$ cat config.mk
export PLATFORM = sky130hd
export DESIGN_NAME = trace_buffer
export DESIGN_NICKNAME = d
export VERILOG_FILES = /design/src/logic/rvfi_trace_pkg.sv /design/src/logic/trace_buffer.sv
export VERILOG_INCLUDE_DIRS = /design/src /design/src/logic
export SDC_FILE = /design/constraint.sdc
export NUM_CORES = 2
export LEC_CHECK = 0
export BUFFER_PORTS_ARGS = -buffer_cell sky130_fd_sc_hd__buf_2
export CAP_MARGIN = 20
export CORE_UTILIZATION = 45
export DETAILED_ROUTE_END_ITERATION = 10
export SYNTH_ARGS = -nofsm -noshare
export SYNTH_HDL_FRONTEND = slang
export SYNTH_SLANG_ARGS = --single-unit
$ cat constraint.sdc
create_clock -name clk_i -period 16.6 [get_ports clk_i]
set_input_delay 1.66 -clock clk_i [delete_from_list [all_inputs] [get_ports clk_i]]
set_output_delay 1.66 -clock clk_i [all_outputs]
set_load 0.005 [all_outputs]
$ cat src/logic/rvfi_trace_cfg.svh
// Retirement trace configuration
// Commit port count, widths and storage depths
`default_nettype none

`ifndef RVFI_TRACE_CFG_SVH
`define RVFI_TRACE_CFG_SVH

// Commit ports presented by the core each cycle
`define RVFI_NR_COMMIT 2

// Data and address width
`define RVFI_XLEN 32

// Trace memory address width for 16 records
`define RVFI_TRACE_AW 4

// Entries per tracer queue
`define RVFI_QDEPTH 4

// Retired instruction order counter
`define RVFI_ORDER_W 32

`endif

`default_nettype wire
$ cat src/logic/rvfi_trace_pkg.sv
// Retirement trace types
// Commit port, probe snapshot and retire record layouts
`include "rvfi_trace_cfg.svh"
`default_nettype none

package rvfi_trace_pkg;

    typedef enum logic [1:0] {
        PRIV_USER       = 2'b00,
        PRIV_SUPERVISOR = 2'b01,
        PRIV_MACHINE    = 2'b11
    } priv_lvl_t;

    // One commit port as the core presents it
    typedef struct packed {
        logic [`RVFI_XLEN-1:0] pc;
        logic [31:0]           insn;
        logic                  is_compressed;
        logic [4:0]            rd;
        logic [`RVFI_XLEN-1:0] result;
    } commit_entry_t;

    typedef struct packed {
        logic        valid;
        logic [31:0] cause;
    } exception_t;

    // Instruction word with a full and a compressed view
    typedef union packed {
        logic [31:0] full;
        struct packed {
            logic [15:0] upper;
            logic [15:0] lower;
        } comp;
    } insn_word_u;

    typedef struct packed {
        logic                     valid;
        logic [`RVFI_ORDER_W-1:0] order;
        logic [`RVFI_XLEN-1:0]    pc;
        logic [31:0]              insn;
        logic                     is_compressed;
        logic [4:0]               rd;
        logic [`RVFI_XLEN-1:0]    result;
        logic                     trap;
        logic [31:0]              cause;
        priv_lvl_t                priv;
        logic                     dbg;
    } port_probe_t;

    typedef struct packed {
        port_probe_t [`RVFI_NR_COMMIT-1:0] port;
    } rvfi_probes_t;

    // One trace memory record
    typedef struct packed {
        logic [`RVFI_ORDER_W-1:0] order;
        logic [`RVFI_XLEN-1:0]    pc_rdata;
        logic [`RVFI_XLEN-1:0]    pc_wdata;
        logic [31:0]              insn;
        logic [4:0]               rd_addr;
        logic [`RVFI_XLEN-1:0]    rd_wdata;
        logic                     trap;
        logic [31:0]              cause;
        priv_lvl_t                priv;
        logic                     dbg;
    } retire_rec_t;

endpackage

`default_nettype wire

$ cat src/logic/trace_buffer.sv
// Trace record memory
// One write port, registered read port, slots indexed by order number
`timescale 1ns/10ps
`include "rvfi_trace_cfg.svh"
`default_nettype none

module trace_buffer (
    input  logic                        clk_i,
    input  logic                        wr_en_i,
    input  logic [`RVFI_TRACE_AW-1:0]   wr_addr_i,
    input  rvfi_trace_pkg::retire_rec_t wr_rec_i,
    input  logic [`RVFI_TRACE_AW-1:0]   rd_addr_i,
    output rvfi_trace_pkg::retire_rec_t rd_rec_o
);

    import rvfi_trace_pkg::*;

    localparam int DEPTH = 1 << `RVFI_TRACE_AW;

    retire_rec_t mem_q [DEPTH];

    always_ff @(posedge clk_i) begin
        if (wr_en_i) begin
            mem_q[wr_addr_i] <= wr_rec_i;
        end
    end

    // Same-slot read and write returns the old record
    always_ff @(posedge clk_i) begin
        rd_rec_o <= mem_q[rd_addr_i];
    end

endmodule

`default_nettype wire

==> summary.md <==
| Metric | Value |
|---|---|
| Run status | completed |
| CP most frequent cell | buf_4 |
| Cts repair resizes | 0 |
| Setup bufs post-CTS | 0 |
| Syn. warnings | 0 |
| Largest net degree at the start of global routing | around 150 |
| Gpl congestion | 0.730 |
| Die W | 529 um |
| GRT Total Usage | 0.213 |
| Num ports | 412 |
| Syn_area_per_cell | 23.8 um2 |
| Core ar. | 276000 um2 |
| Max-cap viol count | 0 |
| Synth-to-Final Area Change | 14.6% |
| R2R Path Start | mem_q[4][152] |
| Crit share post-route | 0.309 |
| Worst skew pair latency | between 0.9 and 1 ns |
| Crit path kind | in -> reg |
| Register bit count reported by yosys | ~3400 |
| Final Skew | ~0.048 ns |
| CP max stage cell | buf_4 |
| Total gr overflow | 0 |
| Final ANT Viol Nets | 0 |
| Worst Tran Pin Value | 1.11 ns |
| Worst setup startpoint | wr_addr_i[2] |
| Vias in the first global route | approximately 60000 |
| Post-synthesis sequential area ratio | 0.805 |
| Max Slew Vio Count | 0 |
| FMAX | a little under 0.2 GHz |
| Die H | between 500 and 600 um |
| Hold Crit Start | mem_q[14][76] |
| Post-synth top area share | 0.773 |
| Starting DRT DRC Count | about 5500 |
| Final nets | around 6000 |
| Initial Util | 0.452 |
| Post-route minimum period | roughly 5 ns |
| Num rows | roughly 190 |
| Leakage | ~46 nW |
| Drt via density | approximately 5.8 |
| CP required | ~17 ns |
| Post-synth EDFFs | between 3000 and 4000 |
| Synth Flop Type | edfxtp_1 |
| Endpoint, Worst Hold | rd_rec_o[76] |
| R2r worst-path depth | 3 |
| Worst reg2reg setup slack | 15.08 ns |
| CP arrival | approximately 5.6 ns |
| Ys async rst share | 0 |
| CP endpoint kind | flop |
| Most frequent cell after synthesis | edfxtp_1 |
| Cell Area, Synth | approximately 120000 um2 |
| R2r endpoint | rd_rec_o[152] |
| CTS H-tree depth | 5 |
| Synth top area cells | edfxtp_1 (77%), mux4_2 (13%), dfxtp_1 (3.2%), a22oi_1 (2.0%), mux2_2 (0.94%) |
| CTS tree | built |
| Yosys cell types | 27 |
| Worst min path class | reg -> reg |
| First-pass GRT wire length | 427000 um |
| Total number of vias | about 57000 |
| CTS clk-pin slew, worst paths | roughly 0.060 ns |
| Area leader, netlist | edfxtp_1 |
| Final setup vio count | 0 |
| TritonRoute pass-1 iters | 5 |
| Net Count, Synth | 5466 |
| CTS buffer count | approximately 350 |
| Synth cell count leaders | edfxtp_1 (3216), mux4_2 (748), a22oi_1 (338) |
| Initial antenna violation count | 96 |
| Cell count after synthesis | ~5300 |
| RSZ-0062 raised after global routing | no |
| Root Buffer | clkbuf_16 |
| Number of cells on the worst hold path | 3 |
| Cell-by-cell trace of the critical path | buf_2 -> or3b_2 -> nor2_4 -> buf_4 -> buf_4 -> buf_4 -> buf_4 |
| Hold Buf Count CTS | 0 |
| Relative max-transition margin | 0.261 |
| CTS Sinks | 3417 |
| WL final | 299000 um |
| DR DRC count | 0 |
| Worst hold slack | approximately 0.64 ns |
| Avg WL per Cell | roughly 30 um |
| CP max FO | 48 |
| Layout cells sized above 1 | 0.314 |
| Crit start category | primary input |
| Slowest cell delay on critical path | roughly 0.80 ns |
| Max VDD drop | 0.0939 mV |
| Max clock buf depth | 4 |
| Die area | ~280000 um2 |
| Detailed placement HPWL | 149000 um |
| Port Buffers | a little over 400 |
| Fillers | 21500 |
| Pwr Density | 130 nW/um2 |
| Fin. Hold Viols | 0 |
| Setup TNS | 0 ns |
==> cell families (layout without fill, tap and decap cells) <==
| family | after synthesis | in the layout | synth area share |
|---|---|---|---|
| compound gates | 428 | 428 | 0.0258 |
| buf+inv | 280 | 1186 | 0.0129 |
| flops | 3417 | 3417 | 0.805 |
| mux | 890 | 890 | 0.147 |
| other cells | 0 | 24 | 0 |
| simple gates | 240 | 240 | 0.00876 |
==> worst max-delay path by stage <==
stage / end / slack, ns
after CTS: rd_rec_o[178] / 11.37
after floorplan: mem_q[12][0] / 0.11
after detailed placement: rd_rec_o[178] / 10.38
final: mem_q[1][156] / 11.47
after global placement: rd_rec_o[136] / 10.41
after global routing: rd_rec_o[142] / 11.10
==> placed cells by master, fill, tap and decap left out, drive strengths merged, types with 34 or more instances in the layout <==
master / count
clkinv: 120
edfxtp: 3216
a22oi: 338
clkbuf: 482
mux2i: 38
nand2: 147
mux2: 104
o221ai: 34
nor2b: 40
bufinv: 34
buf: 531
mux4: 748
dfxtp: 201
==> flip-flops by register name, indices dropped and copies added (netlist names) <==
signal	flops
rd_rec_o	201
mem_q	3216
==> stage by stage <==
step           worst slack [ns]  instances  cell area (um2)  total power [mW]  utilization
3_5_place_dp              10.38       9211           131000              10.8        0.475
6_report                  11.47       9890           143000              18.6        0.518
3_3_place_gp              10.41       9210           131000              10.7        0.475
5_1_grt                   11.10       9873           143000              19.1        0.518
2_1_floorplan             0.111       5255           125000              10.4            -
4_1_cts                   11.37       9866           143000              18.7        0.518
==> worst max-delay path, delay by kind of cell <==
kind / cells / cell delay [ns]
and+or+nand+nor: 2 / 0.86
buffers and inverters: 5 / 2.97
==> where the power goes <==
group	internal (mW)	total [mW]	switching (mW)
logic	0.334	0.834	0.500
registers	9.65	9.72	0.0720
clock network	4.68	8.00	3.32
total	14.7	18.6	3.89
==> cell type report <==
type	instances	area, um2	share of cell area
timing repair buffer	531	3170	0.0221
antenna	24	60.1	0.000419
multi-input combinational	1558	22900	0.160
clock inverter	173	2110	0.0147
sequential	3417	101000	0.702
clock buffer	482	9760	0.0681
tap	3705	4640	0.0324
==> routing by layer <==
| layer | share of wire | track usage |
|---|---|---|
| met5 | 0.0012 | 0 |
| met4 | 0.021 | 0.0492 |
| met3 | 0.063 | 0.0354 |
| met2 | 0.50 | 0.359 |
| met1 | 0.41 | 0.289 |
No activity file was read; power rests on OpenSTA's default activity.
