==> config.mk <==
export PLATFORM = sky130hd
export DESIGN_NAME = rvfi_port_tracer
export DESIGN_NICKNAME = d
export VERILOG_FILES = /design/src/logic/rvfi_trace_pkg.sv /design/src/logic/rvfi_port_tracer.sv
export VERILOG_INCLUDE_DIRS = /design/src /design/src/logic
export SDC_FILE = /design/constraint.sdc
export NUM_CORES = 1
export LEC_CHECK = 0
export BUFFER_PORTS_ARGS = -buffer_cell sky130_fd_sc_hd__buf_2
export CAP_MARGIN = 20
export CORE_MARGIN = 4
export CORE_UTILIZATION = 62
export DETAILED_ROUTE_END_ITERATION = 8
export PLACE_DENSITY = 0.84
export SLEW_MARGIN = 10
export SYNTH_ARGS = -nofsm -noshare
export SYNTH_HDL_FRONTEND = slang
export SYNTH_SLANG_ARGS = --single-unit
==> constraint.sdc <==
create_clock -name clk_i -period 12.9 [get_ports clk_i]
set_input_delay 0.645 -clock clk_i [delete_from_list [all_inputs] [get_ports clk_i]]
set_output_delay 0.645 -clock clk_i [all_outputs]
set_load 0.02 [all_outputs]
==> src/logic/rvfi_trace_cfg.svh <==
// Retirement trace configuration
// Commit port count, widths and storage depths
`default_nettype none

`ifndef RVFI_TRACE_CFG_SVH
`define RVFI_TRACE_CFG_SVH

// Commit ports presented by the core each cycle
`define RVFI_NR_COMMIT 2

// Data and address width
`define RVFI_XLEN 32

// Trace memory address width for 16 records
`define RVFI_TRACE_AW 4

// Entries per tracer queue
`define RVFI_QDEPTH 4

// Retired instruction order counter
`define RVFI_ORDER_W 32

`endif

`default_nettype wire
==> src/logic/rvfi_trace_pkg.sv <==
// Retirement trace types
// Commit port, probe snapshot and retire record layouts
`include "rvfi_trace_cfg.svh"
`default_nettype none

package rvfi_trace_pkg;

    typedef enum logic [1:0] {
        PRIV_USER       = 2'b00,
        PRIV_SUPERVISOR = 2'b01,
        PRIV_MACHINE    = 2'b11
    } priv_lvl_t;

    // One commit port as the core presents it
    typedef struct packed {
        logic [`RVFI_XLEN-1:0] pc;
        logic [31:0]           insn;
        logic                  is_compressed;
        logic [4:0]            rd;
        logic [`RVFI_XLEN-1:0] result;
    } commit_entry_t;

    typedef struct packed {
        logic        valid;
        logic [31:0] cause;
    } exception_t;

    // Instruction word with a full and a compressed view
    typedef union packed {
        logic [31:0] full;
        struct packed {
            logic [15:0] upper;
            logic [15:0] lower;
        } comp;
    } insn_word_u;

    typedef struct packed {
        logic                     valid;
        logic [`RVFI_ORDER_W-1:0] order;
        logic [`RVFI_XLEN-1:0]    pc;
        logic [31:0]              insn;
        logic                     is_compressed;
        logic [4:0]               rd;
        logic [`RVFI_XLEN-1:0]    result;
        logic                     trap;
        logic [31:0]              cause;
        priv_lvl_t                priv;
        logic                     dbg;
    } port_probe_t;

    typedef struct packed {
        port_probe_t [`RVFI_NR_COMMIT-1:0] port;
    } rvfi_probes_t;

    // One trace memory record
    typedef struct packed {
        logic [`RVFI_ORDER_W-1:0] order;
        logic [`RVFI_XLEN-1:0]    pc_rdata;
        logic [`RVFI_XLEN-1:0]    pc_wdata;
        logic [31:0]              insn;
        logic [4:0]               rd_addr;
        logic [`RVFI_XLEN-1:0]    rd_wdata;
        logic                     trap;
        logic [31:0]              cause;
        priv_lvl_t                priv;
        logic                     dbg;
    } retire_rec_t;

endpackage

`default_nettype wire

==> src/logic/rvfi_port_tracer.sv <==
// Per-port retire tracer
// Builds retire records from one port's probes and queues them for the trace memory
`timescale 1ns/10ps
`include "rvfi_trace_cfg.svh"
`default_nettype none

module rvfi_port_tracer (
    input  logic                        clk_i,
    input  logic                        arst_n_i,
    input  rvfi_trace_pkg::port_probe_t probe_i,
    input  logic                        grant_i,
    output logic                        pending_o,
    output rvfi_trace_pkg::retire_rec_t rec_o,
    output logic                        overflow_o
);

    import rvfi_trace_pkg::*;

    localparam int QAW = (`RVFI_QDEPTH > 1) ? $clog2(`RVFI_QDEPTH) : 1;
    localparam logic [QAW:0] QFULL = `RVFI_QDEPTH;

    insn_word_u            raw_insn;
    insn_word_u            kept_insn;
    logic [`RVFI_XLEN-1:0] pc_step;
    retire_rec_t           new_rec;

    retire_rec_t    queue_q [`RVFI_QDEPTH];
    logic [QAW-1:0] wr_ptr_q;
    logic [QAW-1:0] rd_ptr_q;
    logic [QAW:0]   count_q;
    logic           full;
    logic           push;
    logic           pop;
    logic           overflow_q;

    always_comb begin
        raw_insn  = '0;
        kept_insn = '0;
        raw_insn.full = probe_i.insn;

        // Compressed encoding only keeps the lower half
        if (probe_i.is_compressed) begin
            kept_insn.comp.upper = '0;
            kept_insn.comp.lower = raw_insn.comp.lower;
            pc_step              = `RVFI_XLEN'(2);
        end else begin
            kept_insn.full = raw_insn.full;
            pc_step        = `RVFI_XLEN'(4);
        end

        new_rec          = '0;
        new_rec.order    = probe_i.order;
        new_rec.pc_rdata = probe_i.pc;
        new_rec.pc_wdata = probe_i.pc + pc_step;
        new_rec.insn     = kept_insn.full;
        new_rec.rd_addr  = probe_i.rd;
        new_rec.trap     = probe_i.trap;
        new_rec.cause    = probe_i.cause;
        new_rec.priv     = probe_i.priv;
        new_rec.dbg      = probe_i.dbg;

        // No architectural write for x0 or a trapped instruction
        if ((probe_i.rd == 5'd0) || probe_i.trap) begin
            new_rec.rd_wdata = '0;
        end else begin
            new_rec.rd_wdata = probe_i.result;
        end
    end

    assign full = (count_q == QFULL);
    assign pop  = grant_i && (count_q != '0);
    // A slot freed by this cycle's pop can take the new record
    assign push = probe_i.valid && (!full || pop);

    always_ff @(posedge clk_i) begin
        if (push) begin
            queue_q[wr_ptr_q] <= new_rec;
        end
    end

    always_ff @(posedge clk_i or negedge arst_n_i) begin
        if (!arst_n_i) begin
            wr_ptr_q   <= '0;
            rd_ptr_q   <= '0;
            count_q    <= '0;
            overflow_q <= 1'b0;
        end else begin
            if (push) begin
                wr_ptr_q <= wr_ptr_q + 1'b1;
            end
            if (pop) begin
                rd_ptr_q <= rd_ptr_q + 1'b1;
            end
            case ({push, pop})
                2'b10:   count_q <= count_q + 1'b1;
                2'b01:   count_q <= count_q - 1'b1;
                default: count_q <= count_q;
            endcase
            // Sticky until reset
            if (probe_i.valid && !push) begin
                overflow_q <= 1'b1;
            end
        end
    end

    assign pending_o  = (count_q != '0);
    assign rec_o      = queue_q[rd_ptr_q];
    assign overflow_o = overflow_q;

endmodule

`default_nettype wire

==> results.md, run 1 <==
- Synth async-reset ratio: 0.990%
- Gr ovfl total: 0
- Die Height: 229 µm
- Unique cell type count in the Yosys netlist: 38
- Fillcell total: 2534
- Max Slew Vio Count: 0
- CTS clock-pin slew for the worst setup and hold paths: 60 ps
- Worst R2R Path Depth: 5
- Setup TNS: 0 ps
- Port Buf Inserts: 376
- DRT Pass-1 Iters: 5
- Syn-to-layout area delta: 16.7%
- Power per cell area: 240 nW/µm²
- Most crowded layer after global routing: met2
- Syn_area_per_cell: 24.5 µm²
- CTS tree: built
- Via density: 6.21
- Placed cell area: 32800 µm²
- Met3 usage in global routing: 8.37%
- Pleak: 12.0 nW
- Core area: 47900 µm²
- Crit end category: output port
- I/O pins: 377
- Max_cap viols: 0
- Syn_nets: 1419
- Post-Synthesis Cells: 1237
- CP required: 12260 ps
- CP Max Fanout: 64
- Dominant cell type by area after synthesis: edfxtp_1
- Largest net degree at the start of global routing: 114
- Grt met2 use: 41.8%
- Final hold vios: 0
- RD Place Congestion: 0.766
- Met1 Use GR: 32.4%
- Die X: 229 µm
- Cell area after layout: 35300 µm²
- Share of the synthesized area in the top cell type: 79.4%
- Sink Count: 808
- Initial antenna violation count: 22
- Critical path class: reg -> out
- Area of the multi-input gates: 5740 µm²
- Unrepaired setup endpoints after global routing: false
- HPWL after DPL: 37800 µm
- FMAX: 241 MHz
- Residual DRC: 0
- Iteration-0 DRC Markers: 1252
- Clk_lat worst skew: 610 ps
- Post_cts resized: 0
- Reg2Reg Capture Point: queue_q[2][58]
- Status: complete, no violations
- Final WS setup: 8740 ps
- Final Setup Violations: 0
- CTS Buffer Depth: 3
- Tot GR Track Use: 25.2%
- Slew margin rel.: 30.7%
- Synth Cell Area: 30300 µm²
- Hold crit path type: in -> reg
- Number of synthesized flops with an enable pin: 800
- Worst min-delay path endpoint: queue_q[2][26]
- Yosys warning count: 0
- Number of global-route vias before repair: 15200
- ANT nets after route: 0
- Via count: 14500
- HP Start: probe_i[26]
- Num CTS Buffers: 77
- Layout cell share with drive strength beyond 1: 42.3%
- CP arrival: 3510 ps
- VDD IR max: 0.000199 V
- DP Worst Slack: 9010 ps
- First-pass GRT wire length: 98600 µm
- Synth cell count leaders: edfxtp_1 (800), mux4_2 (200), and2_1 (36), buf_2 (25), clkbuf_1 (23)
- Initial Utilization: 63.1%
- Root buffer cell: clkbuf_16
- WL/cell: 27.6 µm
- Most common cell in the synthesized netlist: edfxtp_1
- Critical path launch point type: register
- Setup Fix Bufs, Post-CTS: 0
- Slew of the pin with the lowest slew margin: 1040 ps
- Register area share after synthesis: 80.1%
- Die ar.: 52400 µm²
- Register area: 24200 µm²
- Site Rows: 80
- Ys flop type: edfxtp_1
- WL final: 64700 µm
- Flop-to-flop setup slack: 9220 ps
- Synth area leaders: edfxtp_1 (79%), mux4_2 (15%), and2_1 (0.74%)
- WHS Path Cells: 1
- Tcrit/Tclk final: 32.2%
- Flops & latches, synth: 808
- Final nets: 1837
- Clock skew: 21.5 ps
- H-tree depth: 3
- RR Startpoint: count_q[2]
- Fin crit period: 4160 ps
==> area by class of cell <==
| cell class | instances | share of cell area [%] |
|---|---|---|
| well taps | 615 | 2.18 |
| clock buffers | 94 | 5.76 |
| inverters | 9 | 0.0957 |
| diodes | 12 | 0.0851 |
| repair buffers | 395 | 5.78 |
| flip-flops and latches | 808 | 68.6 |
| clock inverters | 45 | 1.19 |
| multi-input cells | 364 | 16.3 |
==> metrics by stage <==
step / cells / hold WS [ps] / util, % / power [W]
floorplan: 1237 / 349 / - / 0.00552
global placement: 2190 / 454 / 68.4 / 0.00628
detailed placement: 2190 / 458 / 68.4 / 0.00634
CTS: 2330 / 212 / 73.6 / 0.00856
global route: 2340 / 221 / 73.6 / 0.00884
finish: 2342 / 250 / 73.6 / 0.00848
==> worst max-delay path, cell delays in order (launching register included) <==
cell     delay [ps]
dfrtp_4         570
buf_4           760
buf_4           840
mux4_2          450
buf_2           190
==> report_power, final <==
group	leakage [nW]	total [W]	switching, W	internal, W
Combinational	3.39	0.00265	0.00164	0.00101
Sequential	7.46	0.00364	0.000179	0.00346
Clock	1.18	0.00219	0.000924	0.00127
Total	12.0	0.00848	0.00275	0.00574
==> what timing repair did <==
item                       4_1_cts  5_1_grt
hold endpoints to repair         8        0
setup endpoints to repair        0        0
hold buffers                     1        0
==> worst max-delay path by stage <==
stage / from / endpoint / slack (ps) / depth (start not counted)
floorplan: grant_i / queue_q[0][0] / 6680 / 4
global placement: grant_i / queue_q[2][49] / 9080 / 6
detailed placement: grant_i / queue_q[2][49] / 9010 / 6
CTS: rd_ptr_q[1] / rec_o[24] / 8670 / 4
global route: rd_ptr_q[0] / rec_o[137] / 8500 / 3
finish: rd_ptr_q[1] / rec_o[174] / 8740 / 4
==> cells in the final DEF (no fill, tap or decap), types with 7 or more instances in the layout <==
cell and count:
and2_1 32, buf_2 376, buf_4 17, bufinv_16 7
clkbuf_1 15, clkbuf_16 79, clkinv_1 15, clkinv_2 11
diode_2 12, edfxtp_1 800, inv_1 9, mux4_2 200
nand2_1 13, nand3_1 7, nor2b_1 17, nor3_1 10
nor4_2 7, xnor2_1 16, xor2_1 18
==> metal layers <==
layer	wire [µm]	share of wire (%)
met1	22800	35
met2	33700	52
met3	6340	9.8
met4	1680	2.6
met5	149	0.23
==> sequential cells by signal, indices dropped and copies added, names as in the netlist <==
register / cells
wr_ptr_q: 2
rd_ptr_q: 2
count_q: 3
overflow_o: 1
queue_q: 800
==> logic make-up after synthesis <==
logic type | synth area share, %
xor gates and xnor gates | 0.984
and+or+nand+nor | 2.47
muxes | 14.9
adders and majority gates | 0.381
buffers and inverters | 0.984
AOI/OAI and AO/OA | 0.186
DFF | 80.1
No activity file was read; power rests on OpenSTA's default activity.
==> run 2: changes to the inputs <==
Settings changed: CORE_UTILIZATION 62 to 52, PLACE_DENSITY 0.84 to 0.76.
Clock period 12.9 ns to 3.5 ns, I/O delays scaled along.
==> results.md, run 2 (synthesized netlist as in run 1, its figures left out) <==
- Biggest registers after layout: queue_q x800, count_q x3
- Unrepaired setup endpoints after global routing: false
- Area of the multi-input gates: 5740 µm² (unchanged)
- Slew of the pin with the lowest slew margin: 913 ps (-127 ps)
- Initial antenna violation count: 2 (-91%)
- Placed instance count: 2369 (+8.2%)
- Status: complete, no violations
- Tot GR Track Use: 21.3% (-3.9 points)
- Setup Fix Bufs, Post-CTS: 0 (unchanged)
- H-tree depth: 3 (unchanged)
- CTS tree: built
- Max Slew Vio Count: 0 (unchanged)
- Largest net degree at the start of global routing: 48 (-58%)
- Port Buf Inserts: 376 (unchanged)
- CP required: 3320 ps (-8940 ps)
- CP arrival: 2810 ps (-700 ps)
- Setup TNS: 0 ps (unchanged)
- Sink Count: 808 (unchanged)
- Core area: 57700 µm² (+20%)
- CTS Buffer Depth: 3 (unchanged)
- Number of global-route vias before repair: 16300 (+7.0%)
- Power per cell area: 845 nW/µm² (+250%)
- ANT nets after route: 0 (unchanged)
- VDD IR max: 0.000594 V (+200%)
- Critical path launch point type: register
- Layout cell share with drive strength beyond 1: 39.2% (-3.1 points)
- Gr ovfl total: 0 (unchanged)
- I/O pins: 377 (unchanged)
- Most common library cell in the layout ignoring fill and taps: edfxtp_1
- Pleak: 13.0 nW (+8.1%)
- Num CTS Buffers: 79 (+2.6%)
- Critical path class: reg -> out
- Max FFs per register: 800 (unchanged)
- Slew margin rel.: 39.2% (+8.4 points)
- Via count: 15300 (+4.9%)
- Hold crit path type: in -> reg
- Crit end category: output port
- Clk_lat worst skew: 600 ps (about the same)
- Register area: 24200 µm² (unchanged)
- Die ar.: 62100 µm² (+19%)
- Max_cap viols: 0 (unchanged)
- Most frequent cells in the layout: edfxtp_1 (800), buf_2 (376), mux4_2 (200), dlygate4sd3_1 (174), clkbuf_16 (80)
- Post-layout total power: 0.0319 W (+280%)
- Final hold vios: 0 (unchanged)
- DRT Pass-1 Iters: 5 (unchanged)
- WL final: 65900 µm (+1.9%)
- WL/cell: 24.6 µm (-11%)
- FMAX: 335 MHz
- Site Rows: 88 (+10%)
- Die X: 249 µm (+8.9%)
- CTS clock-pin slew for the worst setup and hold paths: 60 ps (about the same)
- Fin cells: 2681 (+14%)
- Residual DRC: 0 (unchanged)
- Fin crit period: 2990 ps
- RD Place Congestion: 0.777 (+1.5%)
- Syn-to-layout area delta: 24.9%
- Clock skew: 17.8 ps (-3.75 ps)
- Iteration-0 DRC Markers: 1168 (-6.7%)
- Root buffer cell: clkbuf_16
- First-pass GRT wire length: 101000 µm (+2.9%)
- Initial Utilization: 52.4% (-11 points)
- Most flop-heavy register: queue_q
- CP Max Fanout: 38 (-41%)
- Tcrit/Tclk final: 85.3%
- Final nets: 2041 (+11%)
- Die Height: 249 µm (+8.9%)
- Via density: 5.69 (-8.3%)
- Fillcell total: 3614 (+43%)
- Final Setup Violations: 0 (unchanged)
- HPWL after DPL: 39500 µm (+4.5%)
run 2: cell types whose count changed in the layout (fill, tap and decap cells not counted), sizes merged:
cell,before,now
clkinvlp,6,4
clkbuf,94,104
dlygate4sd3,1,174
diode,12,2
buf,394,423
inv,15,9
clkinv,26,21
run 2: metrics by stage:
stage | hold slack, ps | worst slack, ps | utilization [%] | area [µm²]
3_3_place_gp | 28.2 | 1040 | 58.1 | 33500
5_1_grt | 240 | 347 | 65.5 | 37800
6_report | 224 | 514 | 65.5 | 37800
3_5_place_dp | 27.5 | 905 | 58.1 | 33500
4_1_cts | 180 | 442 | 65.5 | 37800
2_1_floorplan | -121 | -347 | - | 30300
run 2: worst max-delay path, cell delays in order, from the launching register on:
cell and delay (ps):
dfrtp_4 1000, buf_12 330, mux4_2 590, buf_2 190
run 2: layer usage:
metal / wire, µm / track usage [%]
met1: 25000 / 28.2
met2: 34000 / 36.0
met3: 5370 / 5.08
met4: 1490 / 6.06
met5: 28 / 0
run 2: power by group:
group | internal, W | switching [W] | total (W)
Combinational | 0.00427 | 0.00612 | 0.0104
Clock | 0.00476 | 0.00337 | 0.00813
Sequential | 0.0127 | 0.000701 | 0.0134
Total | 0.0217 | 0.0102 | 0.0319
run 2: area by class of cell:
| type | count | share of cell area (%) |
|---|---|---|
| Sequential cell | 808 | 64.1 |
| Multi-Input combinational cell | 364 | 15.2 |
| Clock inverter | 32 | 0.974 |
| Antenna cell | 2 | 0.0132 |
| Clock buffer | 104 | 5.59 |
| Tap cell | 765 | 2.53 |
| Inverter | 9 | 0.0894 |
| Timing Repair Buffer | 597 | 11.5 |
run 2: timing repair:
| action | in CTS | in global routing |
|---|---|---|
| hold buffers | 174 | 0 |
| hold endpoints to repair | 708 | 0 |
| resized for setup | 0 | 0 |
run 2: worst paths after layout:
check	from	to	slack [ps]	cells after the start
worst min register to register	count_q[2]	count_q[2]	550	1
worst min-delay path	probe_i[73]	queue_q[0][99]	220	2
max in group asynchronous	arst_n_i	rd_ptr_q[1]	2640	3
worst max-delay path	rd_ptr_q[0]	rec_o[4]	510	3
worst max register to register	count_q[2]	queue_q[1][153]	930	4
min in group asynchronous	arst_n_i	rd_ptr_q[0]	560	3
