===== config.mk =====
export PLATFORM = sky130hd
export DESIGN_NAME = rvfi_probes
export DESIGN_NICKNAME = d
export VERILOG_FILES = /design/src/logic/rvfi_trace_pkg.sv /design/src/logic/rvfi_probes.sv
export VERILOG_INCLUDE_DIRS = /design/src /design/src/logic
export SDC_FILE = /design/constraint.sdc
export NUM_CORES = 1
export LEC_CHECK = 0
export BUFFER_PORTS_ARGS = -buffer_cell sky130_fd_sc_hd__buf_2
export CORE_AREA = 4 4 240 242
export DETAILED_ROUTE_END_ITERATION = 10
export DIE_AREA = 0 0 244 246
export GPL_TIMING_DRIVEN = 0
export PLACE_DENSITY = 0.43
export REMOVE_ABC_BUFFERS = 1
export SLEW_MARGIN = 20
export SYNTH_ARGS = -nofsm -noshare
export SYNTH_HDL_FRONTEND = slang
export SYNTH_SLANG_ARGS = --single-unit

===== constraint.sdc =====
create_clock -name clk_i -period 4.73 [get_ports clk_i]
set_input_delay 1.419 -clock clk_i [delete_from_list [all_inputs] [get_ports clk_i]]
set_output_delay 1.419 -clock clk_i [all_outputs]
set_load 0.01 [all_outputs]

===== src/logic/rvfi_trace_cfg.svh =====
// Retirement trace configuration
// Commit port count, widths and storage depths
`default_nettype none

`ifndef RVFI_TRACE_CFG_SVH
`define RVFI_TRACE_CFG_SVH

// Commit ports presented by the core each cycle
`define RVFI_NR_COMMIT 2

// Data and address width
`define RVFI_XLEN 32

// Trace memory address width for 16 records
`define RVFI_TRACE_AW 4

// Entries per tracer queue
`define RVFI_QDEPTH 4

// Retired instruction order counter
`define RVFI_ORDER_W 32

`endif

`default_nettype wire

===== src/logic/rvfi_trace_pkg.sv =====
// Retirement trace types
// Commit port, probe snapshot and retire record layouts
`include "rvfi_trace_cfg.svh"
`default_nettype none

package rvfi_trace_pkg;

    typedef enum logic [1:0] {
        PRIV_USER       = 2'b00,
        PRIV_SUPERVISOR = 2'b01,
        PRIV_MACHINE    = 2'b11
    } priv_lvl_t;

    // One commit port as the core presents it
    typedef struct packed {
        logic [`RVFI_XLEN-1:0] pc;
        logic [31:0]           insn;
        logic                  is_compressed;
        logic [4:0]            rd;
        logic [`RVFI_XLEN-1:0] result;
    } commit_entry_t;

    typedef struct packed {
        logic        valid;
        logic [31:0] cause;
    } exception_t;

    // Instruction word with a full and a compressed view
    typedef union packed {
        logic [31:0] full;
        struct packed {
            logic [15:0] upper;
            logic [15:0] lower;
        } comp;
    } insn_word_u;

    typedef struct packed {
        logic                     valid;
        logic [`RVFI_ORDER_W-1:0] order;
        logic [`RVFI_XLEN-1:0]    pc;
        logic [31:0]              insn;
        logic                     is_compressed;
        logic [4:0]               rd;
        logic [`RVFI_XLEN-1:0]    result;
        logic                     trap;
        logic [31:0]              cause;
        priv_lvl_t                priv;
        logic                     dbg;
    } port_probe_t;

    typedef struct packed {
        port_probe_t [`RVFI_NR_COMMIT-1:0] port;
    } rvfi_probes_t;

    // One trace memory record
    typedef struct packed {
        logic [`RVFI_ORDER_W-1:0] order;
        logic [`RVFI_XLEN-1:0]    pc_rdata;
        logic [`RVFI_XLEN-1:0]    pc_wdata;
        logic [31:0]              insn;
        logic [4:0]               rd_addr;
        logic [`RVFI_XLEN-1:0]    rd_wdata;
        logic                     trap;
        logic [31:0]              cause;
        priv_lvl_t                priv;
        logic                     dbg;
    } retire_rec_t;

endpackage

`default_nettype wire


===== src/logic/rvfi_probes.sv =====
// Commit probe collector
// Registers the commit ports into one snapshot and numbers retired instructions
`timescale 1ns/10ps
`include "rvfi_trace_cfg.svh"
`default_nettype none

module rvfi_probes (
    input  logic                                               clk_i,
    input  logic                                               arst_n_i,
    input  rvfi_trace_pkg::commit_entry_t [`RVFI_NR_COMMIT-1:0] commit_instr_i,
    input  logic [`RVFI_NR_COMMIT-1:0]                         commit_ack_i,
    input  rvfi_trace_pkg::exception_t                         ex_commit_i,
    input  rvfi_trace_pkg::priv_lvl_t                          priv_lvl_i,
    input  logic                                               debug_mode_i,
    output rvfi_trace_pkg::rvfi_probes_t                       probes_o,
    output logic [`RVFI_ORDER_W-1:0]                           retire_count_o
);

    import rvfi_trace_pkg::*;

    logic [`RVFI_ORDER_W-1:0] order_q;
    logic [`RVFI_ORDER_W-1:0] order_d;
    rvfi_probes_t             probes_d;
    rvfi_probes_t             probes_q;

    always_comb begin
        order_d  = order_q;
        probes_d = '0;

        // Acknowledged ports take consecutive numbers with port 0 first
        for (int i = 0; i < `RVFI_NR_COMMIT; i++) begin
            probes_d.port[i].valid         = commit_ack_i[i];
            probes_d.port[i].order         = order_d;
            probes_d.port[i].pc            = commit_instr_i[i].pc;
            probes_d.port[i].insn          = commit_instr_i[i].insn;
            probes_d.port[i].is_compressed = commit_instr_i[i].is_compressed;
            probes_d.port[i].rd            = commit_instr_i[i].rd;
            probes_d.port[i].result        = commit_instr_i[i].result;
            probes_d.port[i].priv          = priv_lvl_i;
            probes_d.port[i].dbg           = debug_mode_i;
            if (commit_ack_i[i]) begin
                order_d = order_d + `RVFI_ORDER_W'(1);
            end
        end

        // Commit exception only ever belongs to port 0
        probes_d.port[0].trap = commit_ack_i[0] & ex_commit_i.valid;
        if (probes_d.port[0].trap) begin
            probes_d.port[0].cause = ex_commit_i.cause;
        end
    end

    always_ff @(posedge clk_i or negedge arst_n_i) begin
        if (!arst_n_i) begin
            order_q  <= '0;
            probes_q <= '0;
        end else begin
            order_q  <= order_d;
            probes_q <= probes_d;
        end
    end

    assign probes_o       = probes_q;
    assign retire_count_o = order_q;

endmodule

`default_nettype wire


==> impl_metrics.py, run 1 <==
metrics = {
    "drt": {
        "first_iter_violations": 215,
        "vias_per_cell": 3.61,
        "routed-via-count": 7337,
        "routedWlPerCell_um": 18.4,
        "drc_errors": 0,
        "ant_nets": 0,
        "first_pass_iters": 4,
        "wirelength_um": 37500,
    },
    "synth": {
        "syn_avg_cell_area_um2": 16.0,
        "synth-seq-cells": 338,
        "synth_edf_count": 0,
        "synth_top_area_share_pct": 78.0,
        "synth_top_area_cell": "dfrtp_1",
        "synthCells": 679,
        "yosys_warnings": 0,
        "ys.flop_type": "dfrtp_1",
        "syn_area_mm2": 0.0109,
        "ys_seq_area_share_pct": 78.0,
        "synthArstFlopShare_pct": 100,
        "ys_types": 56,
        "synthTopCellsByArea": "dfrtp_1, buf_4, xnor2_1",
    },
    "die": {
        "pin_count": 618,
        "die_w_um": 244,
        "die_h_um": 246,
        "initial_core_util_pct": 19.7,
        "core-area_mm2": 0.0551,
        "dieArea_mm2": 0.0600,
        "rows": 86,
    },
    "worst_setup_path": {
        "max_stage_delay_ps": 710,
        "critPathKind": "input pin to flip-flop",
        "r2r_slack_ps": 1510,
        "r2r_end": "retire_count_o[31]$_DFF_PN0_",
        "worstSetupStartpointType": "input pin",
        "required_ps": 5130,
        "endpoint_kind": "flip-flop",
        "r2r-start": "retire_count_o[0]$_DFF_PN0_",
        "crit_path_top_delay_cell": "or4_1",
        "cp.arrival_ps": 4370,
        "path_cells": "buf_2 > nand3_2 > nor4_2 > nor3_1 > or4_1 > nor4_4 > nand4_1 > xnor2_1",
        "path_max_fanout": 47,
        "rr_worst_depth": 8,
    },
    "sta": {
        "maxSlewHeadroom_pct": 43.5,
        "drv_slew": 0,
        "period_minus_slack_ps": 3970,
        "max_slew.worst_pin.slew_ps": 839,
        "fin_crit_sh_pct": 83.9,
        "fin_worst_skew_ps": 10.6,
        "rsz0062_at_grt": "false",
        "max_freq_mhz": 252,
        "tns_ps": 0,
        "setup_viol": 0,
        "hold_viol_final": 0,
    },
    "clock_tree": {
        "cts-root-buf": "clkbuf_16",
        "clk_pin_slew_worst_paths_ps": 60,
        "post_cts_resized": 0,
        "clkLatencyLatePin_ps": 530,
        "cts_tree": "done",
        "htree_levels": 2,
        "clockBufferDepth": 3,
        "cts_made_buffers": 40,
        "clock_sinks": 338,
        "cts_hold_buf": 0,
        "cts_setup_buffers": 0,
    },
    "place": {
        "portBuffers": 584,
        "dp_hpwl_um": 30000,
        "place.gp.congestion": 0.808,
    },
    "grt": {
        "grt_max_degree": 98,
        "antenna_found_initial": 6,
        "grt_first_pass_wirelength_um": 53200,
        "grt_usage_pct": 11.9,
        "grt.overflow.total": 0,
        "grt_pass1_vias": 7887,
    },
    "power": {
        "p_leak_nw": 8.11,
        "ir_drop_uv": 205,
        "power.density_mw_per_mm2": 455,
    },
    "cells_and_area": {
        "ff_latch_area_mm2": 0.00846,
        "fin_util_pct": 28.4,
        "nets": 1503,
        "area_delta_synth_final_pct": 44.3,
        "fillers": 5765,
        "multiInputGateArea_mm2": 0.00188,
        "drive_above_1_share_pct": 51.8,
    },
    "hold_path": {
        "hold_start": "retire_count_o[31]$_DFF_PN0_",
        "hp-class": "flip-flop to flip-flop",
        "min_to": "probes_o[169]$_DFF_PN0_",
        "holdPathStages": 0,
    },
    "status": {
        "status": "finished clean",
    },
    "job": {
        "max_cap_violations": 0,
    },
}
-- final cells by class --
type | count | share of cell area, %
clock inverter | 10 | 0.911
inverter | 11 | 0.264
timing repair buffer | 588 | 19.4
clock buffer | 59 | 7.37
tap | 748 | 5.98
antenna | 3 | 0.0479
sequential | 338 | 54.0
multi-input combinational | 278 | 12.0
-- power by group --
part           internal [mW]  leakage, nW  switching (mW)  total [mW]
logic                  0.334         3.34           0.497       0.830
clock network           1.85        0.630            1.18        3.03
registers               3.10         4.14           0.163        3.26
-- synthesized netlist by cell type, types with 5 or more instances --
cell type,number
nand4b_1,5
and3_1,37
nor2_1,19
xor2_1,14
xnor2_1,42
nand4_1,15
dfrtp_1,338
inv_1,11
clkbuf_1,10
nand2_1,27
nor3_1,6
nand3_1,10
buf_4,71
nor4_1,5
-- sequential cells by signal, indices dropped and copies added, names as in the netlist --
signal	cells
probes_o	306
retire_count_o	32
-- cell families (layout without fill, tap and decap cells) --
group                      Yosys count  count (layout)  share of synthesized area [%]
xor gates and xnor gates            57              57                           4.67
muxes                                2               2                          0.208
DFF                                338             338                           78.0
and+or+nand+nor                    158             158                           9.29
buffers and inverters               95             668                           5.83
adders and majority gates            2               2                          0.231
other                                1              36                         0.0346
AOI/OAI and AO/OA                   26              26                           1.78
-- layer usage --
| metal | wire (um) | up-vias | global-route usage, % | part of all wire (%) |
|---|---|---|---|---|
| met5 | 13 | - | 0 | 0.035 |
| met4 | 1130 | 2 | 4.17 | 3.0 |
| met3 | 3140 | 69 | 4.42 | 8.4 |
| met2 | 20000 | 294 | 21.5 | 53 |
| met1 | 13200 | 3652 | 12.7 | 35 |
| li1 | - | 3320 | - | - |
-- worst max-delay path, delay by kind of cell --
family | cells | cell delay (ps)
buf+inv | 1 | 540
xor+xnor | 1 | 170
simple gates | 6 | 2220
-- cell usage in the layout (no fill, tap or decap), types with 5 or more instances in the layout --
cell type  Yosys  layout
and3_1        37      37
nor4_1         5       5
nand4b_1       5       5
xnor2_1       42      42
conb_1         1      33
buf_2          2     583
inv_1         11      11
clkbuf_8       0       6
nand2_1       27      27
nand3_1       10      10
dfrtp_1      338     338
xor2_1        14      14
clkbuf_1      10      12
nand4_1       15      15
nor2_1        19      19
clkbuf_16      0      41
nor3_1         6       6
-- how the worst max path moves through the flow --
stage	from	endpoint	depth (start not counted)
finish	commit_ack_i[0]	retire_count_o[26]$_DFF_PN0_	8
global route	commit_ack_i[0]	retire_count_o[28]$_DFF_PN0_	8
detailed placement	commit_ack_i[0]	retire_count_o[26]$_DFF_PN0_	8
global placement	arst_n_i	probes_o[278]$_DFF_PN0_	1
CTS	commit_ack_i[0]	retire_count_o[26]$_DFF_PN0_	8
floorplan	commit_ack_i[0]	retire_count_o[27]$_DFF_PN0_	7
-- through the flow --
step	instance area (um^2)	total power, mW	hold WS (ps)	setup slack, ps	instances
3_5_place_dp	14400	4.17	423	154	1963
5_1_grt	15700	7.46	456	488	2035
6_report	15700	7.12	432	761	2035
3_3_place_gp	14200	4.15	420	-4320	1959
4_1_cts	15700	7.27	433	738	2032
2_1_floorplan	10400	3.61	452	1390	627
No activity file was read; power rests on OpenSTA's default activity.
==> run 2, diff against run 1 <==
Settings changed: CORE_AREA 4 4 240 242 to 4 4 236 238, DIE_AREA 0 0 244 246 to 0 0 240 242, PLACE_DENSITY 0.43 to 0.46.
Clock period 4.73 ns to 3.6 ns, I/O delays scaled along.
==> run 2 against run 1 <==
  * Count of clock-buffer cells in the layout decreased by 2
  * Flip-flop and latch count unchanged
  * Sequential power increased by 32%
  * Utilization increased by 0.70 points
  * Clock skew increased by 1.9 ps
  * Power increased by 33%
  * Cell area decreased by 0.30%
  * Clock power increased by 35%
  * Combinational power increased by 29%
==> impl_metrics.py, run 2 (synthesized netlist as in run 1, its figures left out) <==
metrics = {
    "worst_setup_path": {
        "crit_path_top_delay_cell": "or4_1",
        "critPathKind": "input pin to flip-flop",
        "crit_buf_inv": 1,
        "path_cells": "buf_4 > nand3_2 > nor4_2 > nor3_1 > or4_1 > nor4_4 > nand4_1 > xnor2_1",
        "r2r-start": "retire_count_o[0]$_DFF_PN0_",
        "cp_top_family": "simple AND/OR/NAND/NOR gates",
        "worstSetupStartpointType": "input pin",
        "cp.arrival_ps": 3770,
        "endpoint_kind": "flip-flop",
        "path_max_fanout": 47,
        "max_stage_delay_ps": 710,
        "required_ps": 4010,
        "crit_start": "commit_ack_i[0]",
    },
    "cells_and_area": {
        "mostFrequentLayoutCells": "buf_2, dfrtp_1, xnor2_1, clkbuf_16, and3_1",
        "layout_commonest_cell": "buf_2",
        "area_delta_synth_final_pct": 43.9,
        "drive_above_1_share_pct": 52.1,
        "final_area_mm2": 0.0156,
        "stdcell_count": 1982,
        "nets": 1501,
        "fin_util_pct": 29.1,
        "largest_reg_flops": 306,
    },
    "clock_tree": {
        "cts-root-buf": "clkbuf_16",
        "cts_setup_buffers": 0,
        "clkLatencyLatePin_ps": 530,
        "clk_pin_slew_worst_paths_ps": 60,
        "post_cts_resized": 1,
        "clockBufferDepth": 3,
        "cts_made_buffers": 39,
        "htree_levels": 2,
        "clock_sinks": 338,
        "cts_hold_buf": 0,
        "cts_tree": "done",
    },
    "sta": {
        "setup_viol": 0,
        "fin_worst_skew_ps": 12.5,
        "max_freq_mhz": 298,
        "max_slew.worst_pin.slew_ps": 895,
        "fin_crit_sh_pct": 93.4,
        "fin_ws_ps": 239,
        "hold_viol_final": 0,
        "drv_slew": 0,
        "maxSlewHeadroom_pct": 39.8,
        "rsz0062_at_grt": "false",
        "period_minus_slack_ps": 3360,
    },
    "drt": {
        "drc_errors": 0,
        "routed-via-count": 7292,
        "ant_nets": 0,
        "first_pass_iters": 4,
        "first_iter_violations": 258,
        "routedWlPerCell_um": 19.2,
        "vias_per_cell": 3.68,
        "wirelength_um": 38000,
    },
    "grt": {
        "antenna_found_initial": 4,
        "grt_usage_pct": 12.4,
        "grt_max_degree": 101,
        "grt.overflow.total": 0,
        "grt_first_pass_wirelength_um": 53700,
        "grt_pass1_vias": 7806,
    },
    "place": {
        "place_area_mm2": 0.0143,
        "dp.cells": 1910,
        "place.gp.congestion": 0.865,
        "pre_cts_ws_ps": -659,
        "portBuffers": 584,
        "dp_hpwl_um": 29800,
    },
    "die": {
        "rows": 85,
        "dieArea_mm2": 0.0581,
        "pin_count": 618,
        "core-area_mm2": 0.0536,
        "initial_core_util_pct": 20.2,
        "die_h_um": 242,
        "die_w_um": 240,
    },
    "status": {
        "status": "finished clean",
    },
    "power": {
        "ir_drop_uv": 297,
        "power.density_mw_per_mm2": 605,
        "p_leak_nw": 8.12,
    },
    "hold_path": {
        "hp-class": "flip-flop to flip-flop",
        "hold_start": "retire_count_o[31]$_DFF_PN0_",
    },
    "job": {
        "max_cap_violations": 0,
    },
}
==> run 2: final timing paths <==
check                                          endpoint  slack (ps)  cells past startpoint
max                        retire_count_o[28]$_DFF_PN0_         240                      8
min                             probes_o[169]$_DFF_PN0_         450                      0
max reg2reg                retire_count_o[28]$_DFF_PN0_         400                      8
min reg2reg                     probes_o[169]$_DFF_PN0_         450                      0
max in group asynchronous       probes_o[327]$_DFF_PN0_        1790                      3
min in group asynchronous        probes_o[54]$_DFF_PN0_         510                      1
==> run 2: metal layers <==
| layer | global-route usage, % | vias up | share of wire (%) |
|---|---|---|---|
| met5 | 0 | - | 0.13 |
| met4 | 3.84 | 6 | 2.3 |
| met3 | 5.28 | 52 | 10 |
| met2 | 22.1 | 313 | 52 |
| met1 | 13.3 | 3604 | 36 |
| li1 | - | 3317 | - |
==> run 2: final cells by class <==
cell class | instances | area, um^2
fill | 5524 | 38000
sequential | 338 | 8460
timing repair buffer | 587 | 3020
multi-input combinational | 278 | 1880
clock buffer | 57 | 1170
tap | 696 | 871
clock inverter | 13 | 176
inverter | 11 | 41.3
antenna | 2 | 5.00
==> run 2: worst reg2reg max path, delay by kind of cell, from the launching register on <==
kind,cells,cell delay [ps]
fa+ha+maj,1,380
xor+xnor,1,160
simple gates,6,2020
flops,1,530
==> run 2: stage by stage <==
stage / setup TNS (ps) / hold slack, ps / power [mW]
floorplan: 0 / 452 / 4.75
global placement: -1715770 / 427 / 5.44
detailed placement: -8770 / 432 / 5.46
CTS: 0 / 447 / 9.66
global route: 0 / 462 / 9.92
finish: 0 / 446 / 9.44
==> run 2: power breakdown <==
part	total (mW)	switching [mW]	internal [mW]
sequential	4.29	0.216	4.07
clock	4.09	1.55	2.54
combinational	1.07	0.634	0.435
total	9.44	2.40	7.04
==> run 3, diff against run 2 <==
Settings changed: CELL_PAD_IN_SITES_DETAIL_PLACEMENT set to 2, CELL_PAD_IN_SITES_GLOBAL_PLACEMENT set to 2, CORE_AREA 4 4 236 238 to 4 4 238 240, DIE_AREA 0 0 240 242 to 0 0 242 244, PLACE_DENSITY 0.46 to 0.64.
==> run 3 against run 2 <==
  * Clock skew down 4.8 ps
  * Global-route usage is 2.5 points higher
  * Largest power group unchanged
  * Combinational power is 6% higher
  * Power increased by 2.2%
  * Via count is 7.6% higher
==> impl_metrics.py, run 3 (synthesized netlist as in run 1, its figures left out) <==
metrics = {
    "drt": {
        "first_pass_iters": 6,
        "routedWlPerCell_um": 22.7,
        "first_iter_violations": 333,
        "vias_per_cell": 3.91,
        "wirelength_um": 45500,
        "routed-via-count": 7848,
        "ant_nets": 0,
        "drc_errors": 0,
    },
    "grt": {
        "grt.overflow.total": 0,
        "antenna_found_initial": 25,
        "grt_max_degree": 90,
        "grt_pass1_vias": 8749,
        "grt_first_pass_wirelength_um": 65000,
        "grt_usage_pct": 14.9,
    },
    "die": {
        "initial_core_util_pct": 19.8,
        "dieArea_mm2": 0.0590,
        "pin_count": 618,
        "rows": 86,
        "die_w_um": 242,
        "core-area_mm2": 0.0547,
        "die_h_um": 244,
    },
    "cells_and_area": {
        "area_delta_synth_final_pct": 45.4,
        "stdcell_count": 2006,
        "largest_reg_flops": 306,
        "layout_commonest_cell": "buf_2",
        "final_area_mm2": 0.0158,
        "drive_above_1_share_pct": 52.7,
        "ff_latch_area_mm2": 0.00846,
        "mostFrequentLayoutCells": "buf_2, dfrtp_1, clkbuf_16, xnor2_1, and3_1",
        "nets": 1510,
        "multiInputGateArea_mm2": 0.00190,
        "fillers": 5918,
    },
    "power": {
        "p_sw_mw": 2.58,
        "ir_drop_uv": 320,
        "p_seq_share_pct": 44.5,
        "p_leak_nw": 8.20,
        "power.density_mw_per_mm2": 612,
        "switching_share_pct": 26.7,
        "internal_power_mw": 7.07,
        "combPwrFrac_pct": 11.7,
        "power.share.clock_pct": 43.8,
    },
    "clock_tree": {
        "clockBufferDepth": 3,
        "clkLatencyLatePin_ps": 540,
        "clk_pin_slew_worst_paths_ps": 60,
        "clock_sinks": 338,
        "cts_made_buffers": 42,
        "htree_levels": 2,
        "cts_tree": "done",
        "cts_hold_buf": 0,
        "cts-root-buf": "clkbuf_16",
    },
    "worst_setup_path": {
        "r2r-start": "retire_count_o[0]$_DFF_PN0_",
        "worstSetupStartpointType": "input pin",
        "r2r_end": "retire_count_o[28]$_DFF_PN0_",
        "path_max_fanout": 47,
        "critPathKind": "input pin to flip-flop",
        "r2r_slack_ps": 330,
        "cp.arrival_ps": 3770,
        "required_ps": 4010,
        "rr_worst_depth": 9,
        "endpoint_kind": "flip-flop",
    },
    "place": {
        "portBuffers": 584,
        "place_area_mm2": 0.0143,
        "place.gp.congestion": 0.849,
        "dp_hpwl_um": 36300,
        "dp.cells": 1919,
    },
    "sta": {
        "max_freq_mhz": 298,
        "hold_viol_final": 0,
        "fin_crit_sh_pct": 93.3,
        "tns_ps": 0,
        "setup_viol": 0,
        "maxSlewHeadroom_pct": 36.5,
        "max_slew.worst_pin.slew_ps": 944,
        "drv_slew": 0,
        "rsz0062_at_grt": "false",
        "fin_worst_skew_ps": 7.75,
        "period_minus_slack_ps": 3360,
    },
    "hold_path": {
        "hp-class": "input pin to asynchronous set/reset pin",
    },
    "job": {
        "max_cap_violations": 0,
    },
    "status": {
        "status": "finished clean",
    },
}
## run 3: changes by cell type in the layout (fill, tap and decap cells not counted), moves of 2 or more
cell,previous run,this run
buf_4,1,6
clkinv_2,5,9
diode_2,2,5
clkbuf_16,41,43
clkinvlp_4,3,5
## run 3: per-layer routing
layer	vias to the layer above	track usage [%]	share of wire, %
met5	-	0	0.34
met4	26	5.19	3.5
met3	97	6.72	8.9
met2	357	26.8	52
met1	4021	15.5	35
li1	3347	-	-
## run 3: layout make-up
| class | instances | area share, % |
|---|---|---|
| Timing Repair Buffer | 593 | 19.5 |
| Sequential cell | 338 | 53.6 |
| Tap cell | 704 | 5.58 |
| Antenna cell | 5 | 0.0793 |
| Multi-Input combinational cell | 278 | 12.1 |
| Clock buffer | 57 | 7.60 |
| Clock inverter | 20 | 1.26 |
| Inverter | 11 | 0.262 |
## run 3: how the worst max path moves through the flow
stage,startpoint,slack (ps),end
floorplan,commit_ack_i[0],600,retire_count_o[27]$_DFF_PN0_
global placement,arst_n_i,-5230,probes_o[139]$_DFF_PN0_
detailed placement,commit_ack_i[0],-850,retire_count_o[28]$_DFF_PN0_
CTS,commit_ack_i[0],90,retire_count_o[28]$_DFF_PN0_
global route,retire_count_o[0]$_DFF_PN0_,20,retire_count_o[28]$_DFF_PN0_
finish,commit_ack_i[0],240,retire_count_o[28]$_DFF_PN0_
## run 3: metrics by stage
step | setup slack [ps] | power [mW] | hold slack [ps] | util, %
2_1_floorplan | 600 | 4.75 | 452 | -
3_3_place_gp | -5230 | 5.48 | 462 | 25.9
3_5_place_dp | -852 | 5.53 | 464 | 26.2
4_1_cts | 87.1 | 9.89 | 428 | 28.7
5_1_grt | 19.6 | 10.2 | 462 | 28.8
6_report | 243 | 9.65 | 451 | 28.9
## run 3: worst max-delay path, stage by stage
cell,delay [ps]
buf_4,390
nand3_4,260
nor4_2,270
nor3_1,150
or4_1,720
nor4_4,330
buf_4,200
nand4_1,150
xnor2_1,180
## run 3: power by group through the flow
stage	registers [mW]	logic, mW	clock network (mW)
2_1_floorplan	4.45	0.296	0
3_3_place_gp	4.36	1.12	0
3_5_place_dp	4.37	1.16	0
4_1_cts	4.30	1.17	4.43
5_1_grt	4.34	1.24	4.61
6_report	4.29	1.13	4.23
## run 3: what timing repair did
item / CTS / global route
setup endpoints to repair: 12 / 7
gates resized for setup: 1 / 3
buffers inserted: 0 / 5
pin swaps: 0 / 3
cloned: 0 / 0
